<file path="src/hdl/usiBusPkg.sv">
// Bus-side types shared by the SPI read engine and its host.
// AXI4-Lite subset with 8-bit addresses and a 32-bit data path.
// USI writes carry no back-pressure, so one write per cycle is accepted.

`default_nettype none

package usiBusPkg;

	// USI system bus widths
	localparam int usiAdrsBits = 16;
	localparam int usiDataBits = 32;

	// AXI4-Lite control port widths
	localparam int axiAdrsBits = 8;
	localparam int axiDataBits = 32;

	// One USI bus write, valid while cke is high
	typedef struct packed {
		logic [usiAdrsBits-1:0] adrs;
		logic [usiDataBits-1:0] data;
		logic                   cke;
	} usiWrite_t;

	// Host to slave
	typedef struct packed {
		logic [axiAdrsBits-1:0]   awaddr;
		logic                     awvalid;
		logic [axiDataBits-1:0]   wdata;
		logic [axiDataBits/8-1:0] wstrb;
		logic                     wvalid;
		logic                     bready;
		logic [axiAdrsBits-1:0]   araddr;
		logic                     arvalid;
		logic                     rready;
	} axiReq_t;

	// Slave to host
	typedef struct packed {
		logic                   awready;
		logic                   wready;
		logic [1:0]             bresp;
		logic                   bvalid;
		logic                   arready;
		logic [axiDataBits-1:0] rdata;
		logic [1:0]             rresp;
		logic                   rvalid;
	} axiRsp_t;

endpackage

`default_nettype wire
</file>
<file path="src/hdl/spiPkg.sv">
// Serial-flash protocol constants and the CSR map of the read engine.
// Compile after usiBusPkg; the config struct uses its address width.
// Only the plain READ command (0x03, 24-bit address) is supported.

`default_nettype none

package spiPkg;

	// Serial flash READ opcode
	localparam logic [7:0] spiReadCmd = 8'h03;

	// CSR byte offsets
	localparam logic [7:0] csrCtrl = 8'h00;
	localparam logic [7:0] csrDiv  = 8'h04;
	localparam logic [7:0] csrAdrs = 8'h08;
	localparam logic [7:0] csrLen  = 8'h0C;
	localparam logic [7:0] csrDest = 8'h10;

	// Control/status bit positions
	localparam int ctrlStartBit = 0;
	localparam int ctrlBusyBit  = 1;
	localparam int ctrlDoneBit  = 2;

	// Byte count minus one, up to 4096 bytes per transfer
	localparam int spiLenBits = 12;
	// Flash address width of the READ command
	localparam int spiFlashAdrsBits = 24;

	// Transfer setup from CSR block to sequencer
	typedef struct packed {
		logic [spiFlashAdrsBits-1:0]        flashAdrs;
		logic [spiLenBits-1:0]              lenM1;
		logic [usiBusPkg::usiAdrsBits-1:0] dest;
	} spiCfg_t;

endpackage

`default_nettype wire

</file>
<file path="src/hdl/spiUnit.sv">
// SPI read engine top: AXI4-Lite CSR port, SPI master pins, USI bus master.
// Single chip select, mode 0 only; monopoly is high for a whole transfer.
// divWidth sets the SCK divider width, 2 or more.

`default_nettype none

module spiUnit #(
	parameter int divWidth = 16
)(
	input  wire logic               sysClk,
	input  wire logic               rst,
	// Host control port
	input  wire usiBusPkg::axiReq_t axiReq,
	output usiBusPkg::axiRsp_t      axiRsp,
	// Serial flash pins
	output logic                    spiSck,
	output logic                    spiMosi,
	input  wire logic               spiMiso,
	output logic                    spiCsN,
	// USI bus master
	output usiBusPkg::usiWrite_t    usiWr,
	output logic                    usiMonopoly
);

	import spiPkg::*;

	spiCfg_t             cfg;
	logic                start;
	logic                busy;
	logic                done;
	logic [divWidth-1:0] div;
	logic                cke;
	logic                load;
	logic [7:0]          txByte;
	logic [7:0]          rxByte;
	logic                shifterBusy;
	logic                byteDone;

	// Bus held for the whole transfer
	assign usiMonopoly = busy;

	//----------------------------------------------------------------------
	// Control registers and bit clock
	//----------------------------------------------------------------------
	spiCsr #(.divWidth(divWidth)) csr_i (
		.sysClk(sysClk), .rst(rst), .axiReq(axiReq), .axiRsp(axiRsp),
		.busy(busy), .done(done), .start(start), .div(div), .cfg(cfg)
	);

	ckeGenerator #(.divWidth(divWidth)) cke_i (
		.sysClk(sysClk), .rst(rst), .en(busy), .div(div), .cke(cke)
	);

	//----------------------------------------------------------------------
	// Transfer sequencing and serial shifting
	//----------------------------------------------------------------------
	spiReadSequencer seq_i (
		.sysClk(sysClk), .rst(rst), .start(start), .cfg(cfg), .busy(busy), .done(done),
		.csN(spiCsN), .load(load), .txByte(txByte), .shifterBusy(shifterBusy),
		.byteDone(byteDone), .rxByte(rxByte), .usiWr(usiWr)
	);

	spiShifter shift_i (
		.sysClk(sysClk), .rst(rst), .cke(cke), .load(load), .txByte(txByte),
		.shifterBusy(shifterBusy), .byteDone(byteDone), .rxByte(rxByte),
		.sck(spiSck), .mosi(spiMosi), .miso(spiMiso)
	);

endmodule

`default_nettype wire

</file>
<file path="src/hdl/spiReadSequencer.sv">
// READ transfer sequencer: opcode, three address bytes, then lenM1+1 data bytes.
// Bytes are packed little-endian; a partial last word is zero-filled.
// cfg is sampled on start, so later CSR writes do not disturb a transfer.

`default_nettype none

module spiReadSequencer (
	input  wire logic            sysClk,
	input  wire logic            rst,
	input  wire logic            start,
	input  wire spiPkg::spiCfg_t cfg,
	output logic                 busy,
	output logic                 done,
	output logic                 csN,
	output logic                 load,
	output logic [7:0]           txByte,
	input  wire logic            shifterBusy,
	input  wire logic            byteDone,
	input  wire logic [7:0]      rxByte,
	output usiBusPkg::usiWrite_t usiWr
);

	import spiPkg::*;
	import usiBusPkg::*;

	typedef enum logic [2:0] {
		stIdle, stCmd, stAdr2, stAdr1, stAdr0, stData, stFinish
	} seqState_t;

	seqState_t                   state;
	// Byte loaded into the shifter, byteDone not yet seen
	logic                        pending;
	logic [spiLenBits-1:0]       remaining;
	logic [1:0]                  lane;
	logic [usiAdrsBits-1:0]      adrsCnt;
	logic [spiFlashAdrsBits-1:0] flashAdrsQ;
	// Word under assembly and its value with the current byte merged
	logic [31:0]                 pack;
	logic [31:0]                 packNext;
	logic                        lastByte;
	logic                        wordFull;
	// Registered USI write
	logic                        wrCke;
	logic [usiDataBits-1:0]      wrData;
	logic [usiAdrsBits-1:0]      wrAdrs;

	assign lastByte = (remaining == '0);
	assign wordFull = (lane == 2'd3);

	// One byte in flight at a time
	assign load = (state inside {stCmd, stAdr2, stAdr1, stAdr0, stData})
	              && !pending && !shifterBusy;

	assign usiWr = '{adrs: wrAdrs, data: wrData, cke: wrCke};

	// Outgoing byte per phase; zeros clock the data in
	always_comb
	begin
		case (state)
			stCmd:   txByte = spiReadCmd;
			stAdr2:  txByte = flashAdrsQ[23:16];
			stAdr1:  txByte = flashAdrsQ[15:8];
			stAdr0:  txByte = flashAdrsQ[7:0];
			default: txByte = 8'h00;
		endcase
	end

	always_comb
	begin
		packNext = pack;
		packNext[{lane, 3'b000} +: 8] = rxByte;
	end

	//----------------------------------------------------------------------
	// Control FSM and counters
	//----------------------------------------------------------------------
	always_ff @(posedge sysClk)
	begin
		if (rst)
		begin
			state     <= stIdle;
			busy      <= 1'b0;
			done      <= 1'b0;
			csN       <= 1'b1;
			pending   <= 1'b0;
			wrCke     <= 1'b0;
			remaining <= '0;
			lane      <= 2'd0;
			adrsCnt   <= '0;
		end
		else
		begin
			done  <= 1'b0;
			wrCke <= 1'b0;
			if (load)
				pending <= 1'b1;
			else if (byteDone)
				pending <= 1'b0;

			case (state)
				stIdle:
					if (start)
					begin
						// CS drops one clock ahead of the opcode load
						state     <= stCmd;
						busy      <= 1'b1;
						csN       <= 1'b0;
						remaining <= cfg.lenM1;
						lane      <= 2'd0;
						adrsCnt   <= cfg.dest;
					end
				stCmd:  if (byteDone) state <= stAdr2;
				stAdr2: if (byteDone) state <= stAdr1;
				stAdr1: if (byteDone) state <= stAdr0;
				stAdr0: if (byteDone) state <= stData;
				stData:
					if (byteDone)
					begin
						lane <= lane + 2'd1;
						if (wordFull || lastByte)
						begin
							wrCke   <= 1'b1;
							adrsCnt <= adrsCnt + usiAdrsBits'(4);
						end
						if (lastByte)
						begin
							state <= stFinish;
							csN   <= 1'b1;
						end
						else
							remaining <= remaining - spiLenBits'(1);
					end
				stFinish:
				begin
					// Bus released after the final write has gone out
					state <= stIdle;
					busy  <= 1'b0;
					done  <= 1'b1;
				end
				default: state <= stIdle;
			endcase
		end
	end

	//----------------------------------------------------------------------
	// Data path
	//----------------------------------------------------------------------
	always_ff @(posedge sysClk)
	begin
		if (state == stIdle && start)
		begin
			flashAdrsQ <= cfg.flashAdrs;
			pack       <= '0;
		end
		else if (state == stData && byteDone)
		begin
			if (wordFull || lastByte)
			begin
				wrData <= packNext;
				wrAdrs <= adrsCnt;
				pack   <= '0;
			end
			else
				pack <= packNext;
		end
	end

endmodule

`default_nettype wire

</file>
<file path="src/hdl/spiCsr.sv">
// AXI4-Lite slave with the five control registers of the SPI read engine.
// One outstanding read and one outstanding write; responses are always OKAY.
// Byte strobes apply per register; the divider is reachable up to 32 bits.
// A start written while busy is dropped.

`default_nettype none

module spiCsr #(
	parameter int divWidth = 16
)(
	input  wire logic               sysClk,
	input  wire logic               rst,
	input  wire usiBusPkg::axiReq_t axiReq,
	output usiBusPkg::axiRsp_t      axiRsp,
	input  wire logic               busy,
	input  wire logic               done,
	output logic                    start,
	output logic [divWidth-1:0]     div,
	output spiPkg::spiCfg_t         cfg
);

	import spiPkg::*;
	import usiBusPkg::*;

	// Register file
	logic [spiFlashAdrsBits-1:0] adrsReg;
	logic [spiLenBits-1:0]       lenReg;
	logic [usiAdrsBits-1:0]      destReg;
	logic                        doneFlag;

	// Channel state
	logic                   bvalid;
	logic                   rvalid;
	logic [axiDataBits-1:0] rdata;
	logic                   wrTake;
	logic                   rdTake;
	logic [axiDataBits-1:0] rdMux;

	// Byte lanes with strobe set replace the old value
	function automatic logic [31:0] strbMerge(
		input logic [31:0] old,
		input logic [31:0] data,
		input logic [3:0]  strb
	);
		logic [31:0] res;
		res = old;
		for (int i = 0; i < 4; i++)
			if (strb[i])
				res[i*8 +: 8] = data[i*8 +: 8];
		return res;
	endfunction

	// Handshakes, one access in flight per channel
	assign wrTake = axiReq.awvalid && axiReq.wvalid && !bvalid;
	assign rdTake = axiReq.arvalid && !rvalid;

	assign axiRsp = '{awready: !bvalid, wready: !bvalid, bresp: 2'b00, bvalid: bvalid,
	                  arready: !rvalid, rdata: rdata, rresp: 2'b00, rvalid: rvalid};

	assign cfg = '{flashAdrs: adrsReg, lenM1: lenReg, dest: destReg};

	//----------------------------------------------------------------------
	// Write channel and register updates
	//----------------------------------------------------------------------
	always_ff @(posedge sysClk)
	begin
		if (rst)
		begin
			div      <= '0;
			adrsReg  <= '0;
			lenReg   <= '0;
			destReg  <= '0;
			doneFlag <= 1'b0;
			start    <= 1'b0;
			bvalid   <= 1'b0;
		end
		else
		begin
			start <= 1'b0;
			// Response held until the host takes it
			if (wrTake)
				bvalid <= 1'b1;
			else if (axiReq.bready)
				bvalid <= 1'b0;

			if (wrTake)
			begin
				case (axiReq.awaddr)
					csrCtrl: start <= axiReq.wstrb[0] && axiReq.wdata[ctrlStartBit] && !busy;
					csrDiv:  div <= divWidth'(strbMerge(32'(div), axiReq.wdata, axiReq.wstrb));
					csrAdrs: adrsReg <= spiFlashAdrsBits'(strbMerge(32'(adrsReg),
					                                                axiReq.wdata, axiReq.wstrb));
					csrLen:  lenReg <= spiLenBits'(strbMerge(32'(lenReg), axiReq.wdata, axiReq.wstrb));
					csrDest: destReg <= usiAdrsBits'(strbMerge(32'(destReg),
					                                           axiReq.wdata, axiReq.wstrb));
					default: ;
				endcase
			end

			// Sticky done, cleared by a new start
			if (start)
				doneFlag <= 1'b0;
			else if (done)
				doneFlag <= 1'b1;
		end
	end

	//----------------------------------------------------------------------
	// Read channel
	//----------------------------------------------------------------------
	always_comb
	begin
		rdMux = '0;
		case (axiReq.araddr)
			csrCtrl:
			begin
				rdMux[ctrlBusyBit] = busy;
				rdMux[ctrlDoneBit] = doneFlag;
			end
			csrDiv:  rdMux = axiDataBits'(div);
			csrAdrs: rdMux = axiDataBits'(adrsReg);
			csrLen:  rdMux = axiDataBits'(lenReg);
			csrDest: rdMux = axiDataBits'(destReg);
			default: rdMux = '0;  // undecoded reads as zero
		endcase
	end

	always_ff @(posedge sysClk)
	begin
		if (rst)
			rvalid <= 1'b0;
		else if (rdTake)
			rvalid <= 1'b1;
		else if (axiReq.rready)
			rvalid <= 1'b0;
	end

	// Read data captured with the address
	always_ff @(posedge sysClk)
	begin
		if (rdTake)
			rdata <= rdMux;
	end

endmodule

`default_nettype wire

</file>
<file path="src/hdl/spiShifter.sv">
// One-byte SPI mode 0 master shifter, MSB first.
// Each bit uses two cke pulses: SCK rises (sample MISO) then falls (next MOSI).
// load is honoured only while shifterBusy is low; cke is ignored when idle.

`default_nettype none

module spiShifter (
	input  wire logic       sysClk,
	input  wire logic       rst,
	input  wire logic       cke,
	input  wire logic       load,
	input  wire logic [7:0] txByte,
	output logic            shifterBusy,
	output logic            byteDone,
	output logic [7:0]      rxByte,
	output logic            sck,
	output logic            mosi,
	input  wire logic       miso
);

	// Transmit shift register, MSB drives MOSI
	logic [7:0] txShift;
	// Receive shift register
	logic [7:0] rxShift;
	// Bit index within the byte
	logic [2:0] bitCnt;

	assign mosi   = txShift[7];
	assign rxByte = rxShift;

	//----------------------------------------------------------------------
	// SCK phase, bit counter and transmit path
	//----------------------------------------------------------------------
	always_ff @(posedge sysClk)
	begin
		if (rst)
		begin
			shifterBusy <= 1'b0;
			byteDone    <= 1'b0;
			sck         <= 1'b0;
			bitCnt      <= 3'd0;
			// Keeps MOSI low out of reset
			txShift     <= 8'h00;
		end
		else
		begin
			byteDone <= 1'b0;
			if (!shifterBusy)
			begin
				// New byte, first bit on MOSI while SCK low
				if (load)
				begin
					shifterBusy <= 1'b1;
					txShift     <= txByte;
					bitCnt      <= 3'd0;
				end
			end
			else if (cke)
			begin
				if (!sck)
				begin
					// Rising edge
					sck <= 1'b1;
				end
				else
				begin
					// Falling edge
					sck <= 1'b0;
					if (bitCnt == 3'd7)
					begin
						// Eighth bit already sampled on the rise
						shifterBusy <= 1'b0;
						byteDone    <= 1'b1;
					end
					else
					begin
						bitCnt  <= bitCnt + 3'd1;
						txShift <= {txShift[6:0], 1'b0};
					end
				end
			end
		end
	end

	//----------------------------------------------------------------------
	// Receive path
	//----------------------------------------------------------------------
	// MISO captured on the cke that raises SCK
	always_ff @(posedge sysClk)
	begin
		if (shifterBusy && cke && !sck)
		begin
			rxShift <= {rxShift[6:0], miso};
		end
	end

endmodule

`default_nettype wire

</file>
<file path="src/hdl/ckeGenerator.sv">
// Clock-enable pulse every div+1 clocks while en is high.
// A div of zero behaves as one, so the pulse period is at least two clocks.
// The counter restarts whenever en drops.

`default_nettype none

module ckeGenerator #(
	parameter int divWidth = 16
)(
	input  wire logic                sysClk,
	input  wire logic                rst,
	input  wire logic                en,
	input  wire logic [divWidth-1:0] div,
	output logic                     cke
);

	// Terminal count after clamping
	logic [divWidth-1:0] divEff;
	// Clocks since last pulse
	logic [divWidth-1:0] count;

	// Divider below 1 treated as 1
	assign divEff = (div == '0) ? divWidth'(1) : div;

	//----------------------------------------------------------------------
	// Counter and pulse
	//----------------------------------------------------------------------
	always_ff @(posedge sysClk)
	begin
		if (rst || !en)
		begin
			// Held at zero so the first pulse lands div+1 clocks after en
			count <= '0;
			cke   <= 1'b0;
		end
		else if (count == divEff)
		begin
			count <= '0;
			cke   <= 1'b1;
		end
		else
		begin
			count <= count + divWidth'(1);
			cke   <= 1'b0;
		end
	end

endmodule

`default_nettype wire

</file>
<file path="config.mk">
export PLATFORM = sky130hd
export DESIGN_NAME = spiUnit
export DESIGN_NICKNAME = d
export VERILOG_FILES = /design/src/hdl/usiBusPkg.sv /design/src/hdl/spiPkg.sv /design/src/hdl/spiUnit.sv /design/src/hdl/spiReadSequencer.sv /design/src/hdl/spiCsr.sv /design/src/hdl/spiShifter.sv /design/src/hdl/ckeGenerator.sv
export SDC_FILE = /design/constraint.sdc
export NUM_CORES = 1
export LEC_CHECK = 0
export BUFFER_PORTS_ARGS = -buffer_cell sky130_fd_sc_hd__buf_2
export CAP_MARGIN = 20
export CORE_MARGIN = 2
export CORE_UTILIZATION = 45
export DETAILED_ROUTE_END_ITERATION = 8
export GPL_TIMING_DRIVEN = 0
export PLACE_DENSITY = 0.76
export SLEW_MARGIN = 15
export SYNTH_ARGS = -nofsm -noshare
export SYNTH_HDL_FRONTEND = slang
export SYNTH_SLANG_ARGS = --single-unit
</file>
<file path="constraint.sdc">
create_clock -name sysClk -period 4 [get_ports sysClk]
set_input_delay 1 -clock sysClk [delete_from_list [all_inputs] [get_ports sysClk]]
set_output_delay 1 -clock sysClk [all_outputs]
set_load 0.005 [all_outputs]
</file>
==> out/summary.txt, run 1 <==
status = finished with violations
violated checks = design-rule violations
Post-synth EDFFs = 104
Hold WC Path Type = flip-flop to flip-flop
RSZ-0062 raised after global routing = no
fin crit share = 0.771
n_diodes = 0
crit path DAT = 3.32 ns
GP Congestion = 0.927
largest area contributor in the netlist = dfxtp_1
GRT Overall Usage = 0.216
share of cells above drive strength 1 = 0.170
row count = 59
Clk Latency, worst-skew pair = 0.55 ns
setup tns final = 0 ns
Reg2Reg Capture Point = seq_i.wrData[23]
Initial Utilization = 0.459
WL/cell = 18.0 um
VDD IR max = 0.000284 V
core area = 26100 sq um
CP required = 4.24 ns
Hold Path End = shift_i.txShift[0]
Netlist cell types = 68
Power Dens Cells = 401 nW/um^2
R2R setup slack = 0.92 ns
synth warn = 0
relative slew slack = 0.315
Fill cells = 2307
via/cell ratio = 5.55
Iter 0 DRT Violations = 864
Area contributors post-synth = dfxtp_1, edfxtp_1, mux2i_1
# Post-CTS Setup Buffers = 0
Ports = 154
root buf cell = clkbuf_16
share of the synthesized area in the top cell type = 0.288
hold path start = shift_i.txShift[0]
min Tclk post-route = 3.08 ns
Setup Skew = 0.0225 ns
final slew viol count = 0
Least-Margin Pin Slew = 1.02 ns
critical path class = flip-flop to flip-flop
CP Capture Type = flip-flop
Sink Count = 277
leakage power = 5.41 nW
Num CTS Buffers = 29
grt ovf = 0
HPWL Detailed = 22000 um
pre-CTS setup slack = 0.900 ns
Yosys reg bits = 277
Layout Area Growth over Synthesis = 17.5%
WL final = 30900 um
f_max = 324 MHz
Final #Nets = 1429
Initial DRT Pass Iterations = 7
Die Wd = 167 um
PortBufs = 130
vias in the first global route = 8846
global-route wire length before repair = 48700 um
setup violators final = 0
Avg Cell Area, Syn = 10.2 sq um
hold depth = 2
Synth Cell Area = 12000 sq um
TritonCTS clock tree = built
Reg clk slew, reported paths = 0.06 ns
Critical R2R Launch = seq_i.state[2]
largest net degree at the start of global routing = 31
leading cell type by number of instances after synthesis = dfxtp_1
Worst setup startpoint = seq_i.state[2]
placed inst area = 13200 sq um
initial antenna violation count = 0
Final Core Density = 0.540
Max Cap Violations = 0
post-CTS sizing = 0
Fin. Hold Viols = 0
CTS H-tree depth = 1
Post-synth ARST share = 0
via count = 9520
Syn Inst Count = 1182
setup ws final = 0.917 ns
sequential share of the synthesized area = 0.549
die area = 28000 sq um
Residual DRC = 11
R2R cell count = 8
post-route cell area = 14100 sq um
post-cts hold buffer count = 0
critical-path maximum fanout = 30
CP Launch Type = flip-flop
antenna viol nets, final = 0
commonest cells in the netlist = dfxtp_1, nor2_1, nand2_1
Top FF cell, synth = dfxtp_1
clk buf depth = 3
Die H = 167 um
## how the worst max path moves through the flow
stage               depth (start not counted)               end  slack, ns
global route                                8   seq_i.wrData[2]       0.67
floorplan                                   5   seq_i.wrAdrs[0]       0.04
detailed placement                          7    csr_i.rdata[0]       0.90
CTS                                         8   seq_i.wrData[6]       0.93
global placement                            7   seq_i.wrAdrs[1]      -1.21
finish                                      8  seq_i.wrData[23]       0.92
## worst max-delay path: stages (launching register included)
cell and delay, ns:
dfxtp_1 0.31, clkbuf_1 0.25, and3b_1 0.20, buf_2 0.24, nand2_1 0.24, clkbuf_1 0.32
clkbuf_1 0.35, nor2_4 0.58, buf_12 0.28
## where the power goes
part / internal [W] / switching (W) / total, W
Sequential: 0.00293 / 0.0000116 / 0.00294
Combinational: 0.0000664 / 0.000111 / 0.000177
Clock: 0.00144 / 0.00109 / 0.00254
## layer usage
metal | vias up | routed length [um] | GRT usage
met3 | 66 | 2160 | 0.0248
li1 | 4537 | - | -
met1 | 4515 | 13200 | 0.294
met4 | 0 | 966 | 0.0760
met5 | - | 0 | 0
met2 | 402 | 14600 | 0.360
## cell families after synthesis
family,count (synthesis),share of synthesized area
xor+xnor,32,0.0233
fa+ha+maj,12,0.0125
other cells,1,0.000312
mux,84,0.0707
buf+inv,129,0.0488
compound gates,231,0.129
simple gates,416,0.167
flops,277,0.549
## through the flow
stage	instances	hold slack, ns	power (W)
2_1_floorplan	1193	0.408	0.00309
3_3_place_gp	1658	0.439	0.00317
3_5_place_dp	1660	0.446	0.00318
4_1_cts	1713	0.459	0.00570
5_1_grt	1714	0.470	0.00582
6_report	1714	0.456	0.00566
## sequential cells by signal, summed over array words and instances, names as in the netlist, 2 cells and up
name,count
seq_i.wrData,32
shift_i.txShift,8
csr_i.lenReg,12
shift_i.bitCnt,3
csr_i.rdata,24
seq_i.wrAdrs,16
seq_i.remaining,12
csr_i.div,16
seq_i.adrsCnt,16
seq_i.flashAdrsQ,24
csr_i.adrsReg,24
seq_i.lane,2
cke_i.count,16
seq_i.state,3
shift_i.rxByte,8
csr_i.destReg,16
seq_i.pack,32
## area by class of cell
type / count / area, sq um / share of cell area
clock buffer: 42 / 795 / 0.0563
inverter: 46 / 173 / 0.0122
multi-input combinational: 787 / 4900 / 0.347
clock inverter: 11 / 95.1 / 0.00674
sequential: 277 / 6590 / 0.467
tap: 335 / 419 / 0.0297
timing repair buffer: 133 / 726 / 0.0514
buffer: 83 / 413 / 0.0293
## cells in the final DEF, fill, tap and decap left out, drive strengths merged, types with 8 or more instances in the layout
cell    instances
a211oi         33
a21oi          57
a221o          14
a221oi          9
a22oi          20
and2           11
and3            8
buf           160
clkbuf         98
conb           12
dfxtp         173
edfxtp        104
ha             12
inv            47
mux2i          78
nand2         107
nand2b         11
nand3          20
nand4           9
nor2          164
nor3           35
nor4           10
o21ai          61
o31ai           8
xnor2          24
xor2            8
(Power assumes the default switching activity.)
==> run 2: changes to the inputs <==
==> constraint.sdc (replaced) <==
create_clock -name sysClk -period 2.6 [get_ports sysClk]
set_input_delay 0.65 -clock sysClk [delete_from_list [all_inputs] [get_ports sysClk]]
set_output_delay 0.65 -clock sysClk [all_outputs]
set_load 0.005 [all_outputs]
==> run 2 against run 1 <==
Net effect:
- the run still ends with design-rule violations left
- routed wire length increased by 0.96%
- non-clock buffer count increased by 1
- combinational power increased by 54%
- core utilization decreased by 0.053 points
- global-route usage increased by 0.18 points
- largest cell class unchanged
- largest power group unchanged
==> out/summary.txt, run 2 (synthesis results as in run 1) <==
status = finished with violations (unchanged)
violated checks = design-rule violations (unchanged)
post-cts hold buffer count = 0 (unchanged)
Finished Layout Cells = 1714 (unchanged)
HPWL Detailed = 22300 um (was 22000 um)
largest net degree at the start of global routing = 33 (was 31)
worst hold slack = 0.308 ns (was 0.456 ns)
WL final = 31200 um (was 30900 um)
Die H = 167 um (unchanged)
row count = 59 (unchanged)
vias in the first global route = 9139 (was 8846)
Residual DRC = 10 (was 11)
Num CTS Buffers = 28 (was 29)
via count = 9548 (was 9520)
Reg clk slew, reported paths = 0.07 ns (was 0.06 ns)
GRT Overall Usage = 0.218 (was 0.216)
Clk Latency, worst-skew pair = 0.54 ns (was 0.55 ns)
Least-Margin Pin Slew = 0.990 ns (was 1.02 ns)
crit path DAT = 2.77 ns (was 3.32 ns)
setup violators final = 0 (unchanged)
register area = 6590 sq um (unchanged)
share of cells above drive strength 1 = 0.174 (was 0.170)
global-route wire length before repair = 49100 um (was 48700 um)
Power Total = 0.00856 W (was 0.00566 W)
via/cell ratio = 5.57 (was 5.55)
fin crit share = 0.917 (was 0.771)
clk buf depth = 3 (unchanged)
root buf cell = clkbuf_16 (unchanged)
placed cell count = 1660 (unchanged)
Iter 0 DRT Violations = 931 (was 864)
final slew viol count = 0 (unchanged)
multi-input logic area = 4910 sq um (was 4900 sq um)
VDD IR max = 0.000415 V (was 0.000284 V)
GP Congestion = 0.949 (was 0.927)
most frequent cells in the layout = dfxtp_1, nor2_1, buf_2 (unchanged)
CP required = 2.99 ns (was 4.24 ns)
setup tns final = 0 ns (unchanged)
Initial Utilization = 0.459 (unchanged)
Power Dens Cells = 607 nW/um^2 (was 401 nW/um^2)
critical path class = flip-flop to flip-flop (unchanged)
critical-path maximum fanout = 10 (was 30)
PortBufs = 130 (unchanged)
Fill cells = 2302 (was 2307)
Sink Count = 277 (unchanged)
core area = 26100 sq um (unchanged)
commonest non-fill, non-tap cell in the layout = dfxtp_1 (unchanged)
Layout Area Growth over Synthesis = 17.4% (was 17.5%)
Max Cap Violations = 0 (unchanged)
Ports = 154 (unchanged)
Hold WC Path Type = input port to flip-flop (was flip-flop to flip-flop)
Final #Nets = 1429 (unchanged)
CP Launch Type = flip-flop (unchanged)
Initial DRT Pass Iterations = 8 (was 7)
CP Capture Type = flip-flop (unchanged)
initial antenna violation count = 0 (unchanged)
TritonCTS clock tree = built (unchanged)
CTS H-tree depth = 1 (unchanged)
grt ovf = 0 (unchanged)
f_max = 420 MHz (was 324 MHz)
Fin. Hold Viols = 0 (unchanged)
relative slew slack = 0.336 (was 0.315)
RSZ-0062 raised after global routing = no (unchanged)
biggest regs = seq_i.pack x32, seq_i.wrData x32 (unchanged)
Setup Skew = 0.0138 ns (was 0.0225 ns)
Die Wd = 167 um (unchanged)
antenna viol nets, final = 0 (unchanged)
n_diodes = 0 (unchanged)
die area = 28000 sq um (unchanged)
WL/cell = 18.2 um (was 18.0 um)
min Tclk post-route = 2.38 ns (was 3.08 ns)
leakage power = 5.42 nW (was 5.41 nW)
==> run 2: per-layer routing <==
layer  part of all wire  track usage
met1               0.41        0.285
met2               0.48        0.369
met3              0.074       0.0298
met4              0.037       0.0854
met5                  0            0
==> run 2: cell type report <==
type                       count  share of cell area
multi-input combinational    787               0.348
clock buffer                  39              0.0549
sequential                   277               0.467
timing repair buffer         136              0.0531
inverter                      46              0.0123
tap                          335              0.0297
buffer                        81              0.0289
clock inverter                13             0.00533
==> run 2: through the flow <==
step	setup slack [ns]	area [sq um]	utilization
6_report	0.217	14100	0.539
5_1_grt	0.0225	14100	0.539
4_1_cts	0.0440	14100	0.538
2_1_floorplan	0.0183	12100	-
3_3_place_gp	-0.730	13100	0.502
3_5_place_dp	-0.394	13200	0.505
==> run 2: what timing repair did <==
item | CTS | global route
endpoints found under the hold margin | 0 | 0
resized for setup | 2 | 2
buffers inserted | 3 | 0
pin swaps | 1 | 0
endpoints found under the setup margin | 48 | 58
==> run 2: critical path: stages (launching register included) <==
cell and delay, ns:
dfxtp_1 0.36, or4_1 0.53, buf_2 0.20, o31a_1 0.41, o21a_1 0.31, buf_6 0.19
o21ai_0 0.15, a21oi_1 0.09
==> run 2: where the power goes <==
part / switching [W] / leakage [nW] / internal [W]
sequential: 0.0000183 / 2.31 / 0.00451
combinational: 0.000170 / 2.69 / 0.000102
clock: 0.00168 / 0.413 / 0.00208
total: 0.00186 / 5.42 / 0.00670
==> run 2: worst paths after layout <==
kind | from | endpoint | slack (ns) | cells past startpoint
worst max register to register | seq_i.remaining[4] | seq_i.adrsCnt[12] | 0.22 | 7
worst min-delay path | spiMiso | shift_i.rxByte[0] | 0.31 | 1
worst max-delay path | seq_i.remaining[4] | seq_i.adrsCnt[12] | 0.22 | 7
worst min register to register | seq_i.adrsCnt[0] | seq_i.wrAdrs[0] | 0.44 | 0
==> run 3: changes to the inputs <==
--- a/config.mk
+++ b/config.mk
@@ -5,6 +5,7 @@
 export SDC_FILE = /design/constraint.sdc
 export NUM_CORES = 1
 export LEC_CHECK = 0
+export ABC_AREA = 1
 export BUFFER_PORTS_ARGS = -buffer_cell sky130_fd_sc_hd__buf_2
 export CAP_MARGIN = 20
 export CORE_MARGIN = 2
==> run 3 against run 2 <==
Net effect:
- the flow now finishes without violations
- clock power is 18% higher
- final area is 0.32% higher
- sequential power is 3% higher
- via count is 6.3% higher
- final cell count is 11% higher
- non-clock buffer count is 10 lower
- fmax is 1.0% higher
- largest cell class unchanged
- highest routed layer unchanged
==> out/summary.txt, run 3 <==
status = complete, no violations (was finished with violations)
Comb pwr share = 0.086 (was 0.032)
final slew viol count = 0 (unchanged)
RSZ-0062 raised after global routing = no (unchanged)
Area contributors post-synth = dfxtp_1, edfxtp_1, nand2_1 (was dfxtp_1, edfxtp_1, mux2i_1)
Layout Area Growth over Synthesis = 18.4% (was 17.4%)
Fin. Hold Viols = 0 (unchanged)
setup violators final = 0 (unchanged)
Num CTS Buffers = 29 (was 28)
biggest regs = seq_i.pack x32, seq_i.wrData x32 (unchanged)
global-route wire length before repair = 50300 um (was 49100 um)
leading cell type by number of instances after synthesis = nand2_1 (was dfxtp_1)
Sink Count = 277 (unchanged)
grt ovf = 0 (unchanged)
register share of total power = 0.467 (was 0.529)
row count = 59 (unchanged)
core area = 26100 sq um (about the same)
Ports = 154 (unchanged)
initial antenna violation count = 0 (unchanged)
Fill cells = 2336 (was 2302)
commonest non-fill, non-tap cell in the layout = nand2_1 (was dfxtp_1)
WL/cell = 16.8 um (was 18.2 um)
largest area contributor in the netlist = dfxtp_1 (unchanged)
die area = 27900 sq um (was 28000 sq um)
setup ws final = 0.241 ns (was 0.217 ns)
most frequent cells in the layout = nand2_1, dfxtp_1, nor2_1 (was dfxtp_1, nor2_1, buf_2)
share of the synthesized area in the top cell type = 0.290 (was 0.288)
crit path DAT = 2.84 ns (was 2.77 ns)
TritonCTS clock tree = built (unchanged)
VDD IR max = 0.000532 V (was 0.000415 V)
clk buf depth = 3 (unchanged)
via count = 10100 (was 9548)
Die Wd = 167 um (about the same)
synth warn = 0 (unchanged)
fin crit share = 0.907 (was 0.917)
HPWL Detailed = 23500 um (was 22300 um)
Pint = 0.00756 W (was 0.00670 W)
WL final = 31900 um (was 31200 um)
CP Launch Type = flip-flop (unchanged)
Synth Cell Area = 11900 sq um (was 12000 sq um)
vias in the first global route = 9667 (was 9139)
CP required = 3.08 ns (was 2.99 ns)
largest net degree at the start of global routing = 58 (was 33)
critical path class = flip-flop to flip-flop (unchanged)
Psw = 0.00240 W (was 0.00186 W)
Sw Ratio = 0.241 (was 0.218)
Netlist cell types = 45 (was 68)
root buf cell = clkbuf_16 (unchanged)
antenna viol nets, final = 0 (unchanged)
placed cell count = 1842 (was 1660)
Power Dens Cells = 704 nW/um^2 (was 607 nW/um^2)
Syn Inst Count = 1364 (was 1182)
relative slew slack = 0.492 (was 0.336)
share of cells above drive strength 1 = 0.169 (was 0.174)
PortBufs = 132 (was 130)
Yosys reg bits = 277 (unchanged)
sequential share of the synthesized area = 0.552 (was 0.549)
Least-Margin Pin Slew = 0.762 ns (was 0.990 ns)
Setup Skew = 0.0178 ns (was 0.0138 ns)
commonest cells in the netlist = nand2_1, dfxtp_1, nor2_1 (was dfxtp_1, nor2_1, nand2_1)
GP Congestion = 0.937 (was 0.949)
Post-synth EDFFs = 104 (unchanged)
Iter 0 DRT Violations = 1120 (was 931)
min Tclk post-route = 2.36 ns (was 2.38 ns)
critical-path maximum fanout = 10 (unchanged)
leakage power = 5.59 nW (was 5.42 nW)
Clk Latency, worst-skew pair = 0.57 ns (was 0.54 ns)
Max Cap Violations = 0 (unchanged)
pre-CTS setup slack = -0.194 ns (was -0.394 ns)
Hold WC Path Type = input port to flip-flop (unchanged)
via/cell ratio = 5.34 (was 5.57)
Reg clk slew, reported paths = 0.06 ns (was 0.07 ns)
Residual DRC = 0 (was 10)
GRT Overall Usage = 0.223 (was 0.218)
Top FF cell, synth = dfxtp_1 (unchanged)
Initial DRT Pass Iterations = 6 (was 8)
Avg Cell Area, Syn = 8.75 sq um (was 10.2 sq um)
Clock power frac = 0.447 (was 0.439)
Post-synth ARST share = 0 (unchanged)
CTS H-tree depth = 1 (unchanged)
f_max = 424 MHz (was 420 MHz)
CP Capture Type = flip-flop (unchanged)
Finished Layout Cells = 1899 (was 1714)
Initial Utilization = 0.458 (was 0.459)
n_diodes = 0 (unchanged)
Die H = 167 um (about the same)
Final #Nets = 1613 (was 1429)
-- run 3: cell count changes in the layout (fill, tap and decap cells not counted), moves of 17 or more --
| cell | delta |
|---|---|
| o21ai_0 | +65 |
| a22oi_1 | -20 |
| a211oi_1 | -17 |
| o22ai_1 | +24 |
| mux2i_1 | -78 |
| a21oi_1 | +28 |
| nand2_1 | +103 |
| nand3_1 | +40 |
| nor3_1 | +42 |
| clkbuf_1 | -32 |
| inv_1 | +86 |
-- run 3: final timing paths --
| kind | from | endpoint | slack (ns) | depth (start not counted) |
|---|---|---|---|---|
| worst max-delay path | seq_i.lane[0] | seq_i.pack[28] | 0.24 | 8 |
| worst min-delay path | spiMiso | shift_i.rxByte[0] | 0.26 | 1 |
| worst max register to register | seq_i.lane[0] | seq_i.pack[28] | 0.24 | 8 |
| worst min register to register | csr_i.adrsReg[18] | seq_i.flashAdrsQ[18] | 0.43 | 0 |
-- run 3: kinds of logic (layout without fill, tap and decap cells) --
family | after synthesis | count (layout) | share of synthesized area
flops | 277 | 277 | 0.552
compound gates | 279 | 279 | 0.130
other cells | 1 | 12 | 0.000314
xor+xnor | 32 | 32 | 0.0235
simple gates | 550 | 550 | 0.204
buf+inv | 213 | 402 | 0.0774
fa+ha+maj | 12 | 12 | 0.0126
-- run 3: what timing repair did --
action	CTS	global route
pin swaps	0	2
resized for setup	1	1
gates cloned	0	0
endpoints found under the setup margin	57	62
hold buffers	0	0
buffers inserted	0	2
-- run 3: through the flow --
step | instance area (sq um) | hold WS [ns] | total power (W) | setup TNS [ns] | util
floorplan | 12000 | 0.400 | 0.00532 | 0 | -
global placement | 13100 | 0.414 | 0.00554 | -5.46 | 0.501
detailed placement | 13100 | 0.419 | 0.00557 | -9.64 | 0.501
CTS | 14100 | 0.248 | 0.00998 | 0 | 0.541
global route | 14100 | 0.252 | 0.0103 | 0 | 0.543
finish | 14100 | 0.263 | 0.00995 | 0 | 0.543
-- run 3: per-layer routing --
metal  track usage  wire length [um]  vias up
met5             0                 0        -
met4        0.0678               839        0
met3        0.0444              2900       63
met2         0.366             14700      474
met1         0.300             13400     4677
li1              -                 -     4935
-- run 3: final cells by class --
cell class                      instances  area [sq um]  area share
Inverter                              141           529      0.0374
Multi-Input combinational cell        885          4470       0.316
Sequential cell                       277          6590       0.466
Clock inverter                         17           239      0.0169
Timing Repair Buffer                  135           691      0.0489
Clock buffer                           37           797      0.0564
Buffer                                 72           402      0.0284
Tap cell                              335           419      0.0296
-- run 3: power groups by stage --
stage               sequential [W]  clock, W  combinational, W
CTS                        0.00465   0.00449          0.000845
detailed placement         0.00474         0          0.000834
floorplan                  0.00473         0          0.000586
global route               0.00466   0.00466          0.000965
global placement           0.00474         0          0.000807
finish                     0.00465   0.00445          0.000857
-- run 3: critical path: stages, from the launching register on --
cell	delay [ns]
dfxtp_1	0.39
clkbuf_1	0.34
inv_1	0.20
ha_1	0.36
inv_1	0.12
nand3_1	0.29
o22ai_1	0.27
nor2_1	0.07
nor3_1	0.23
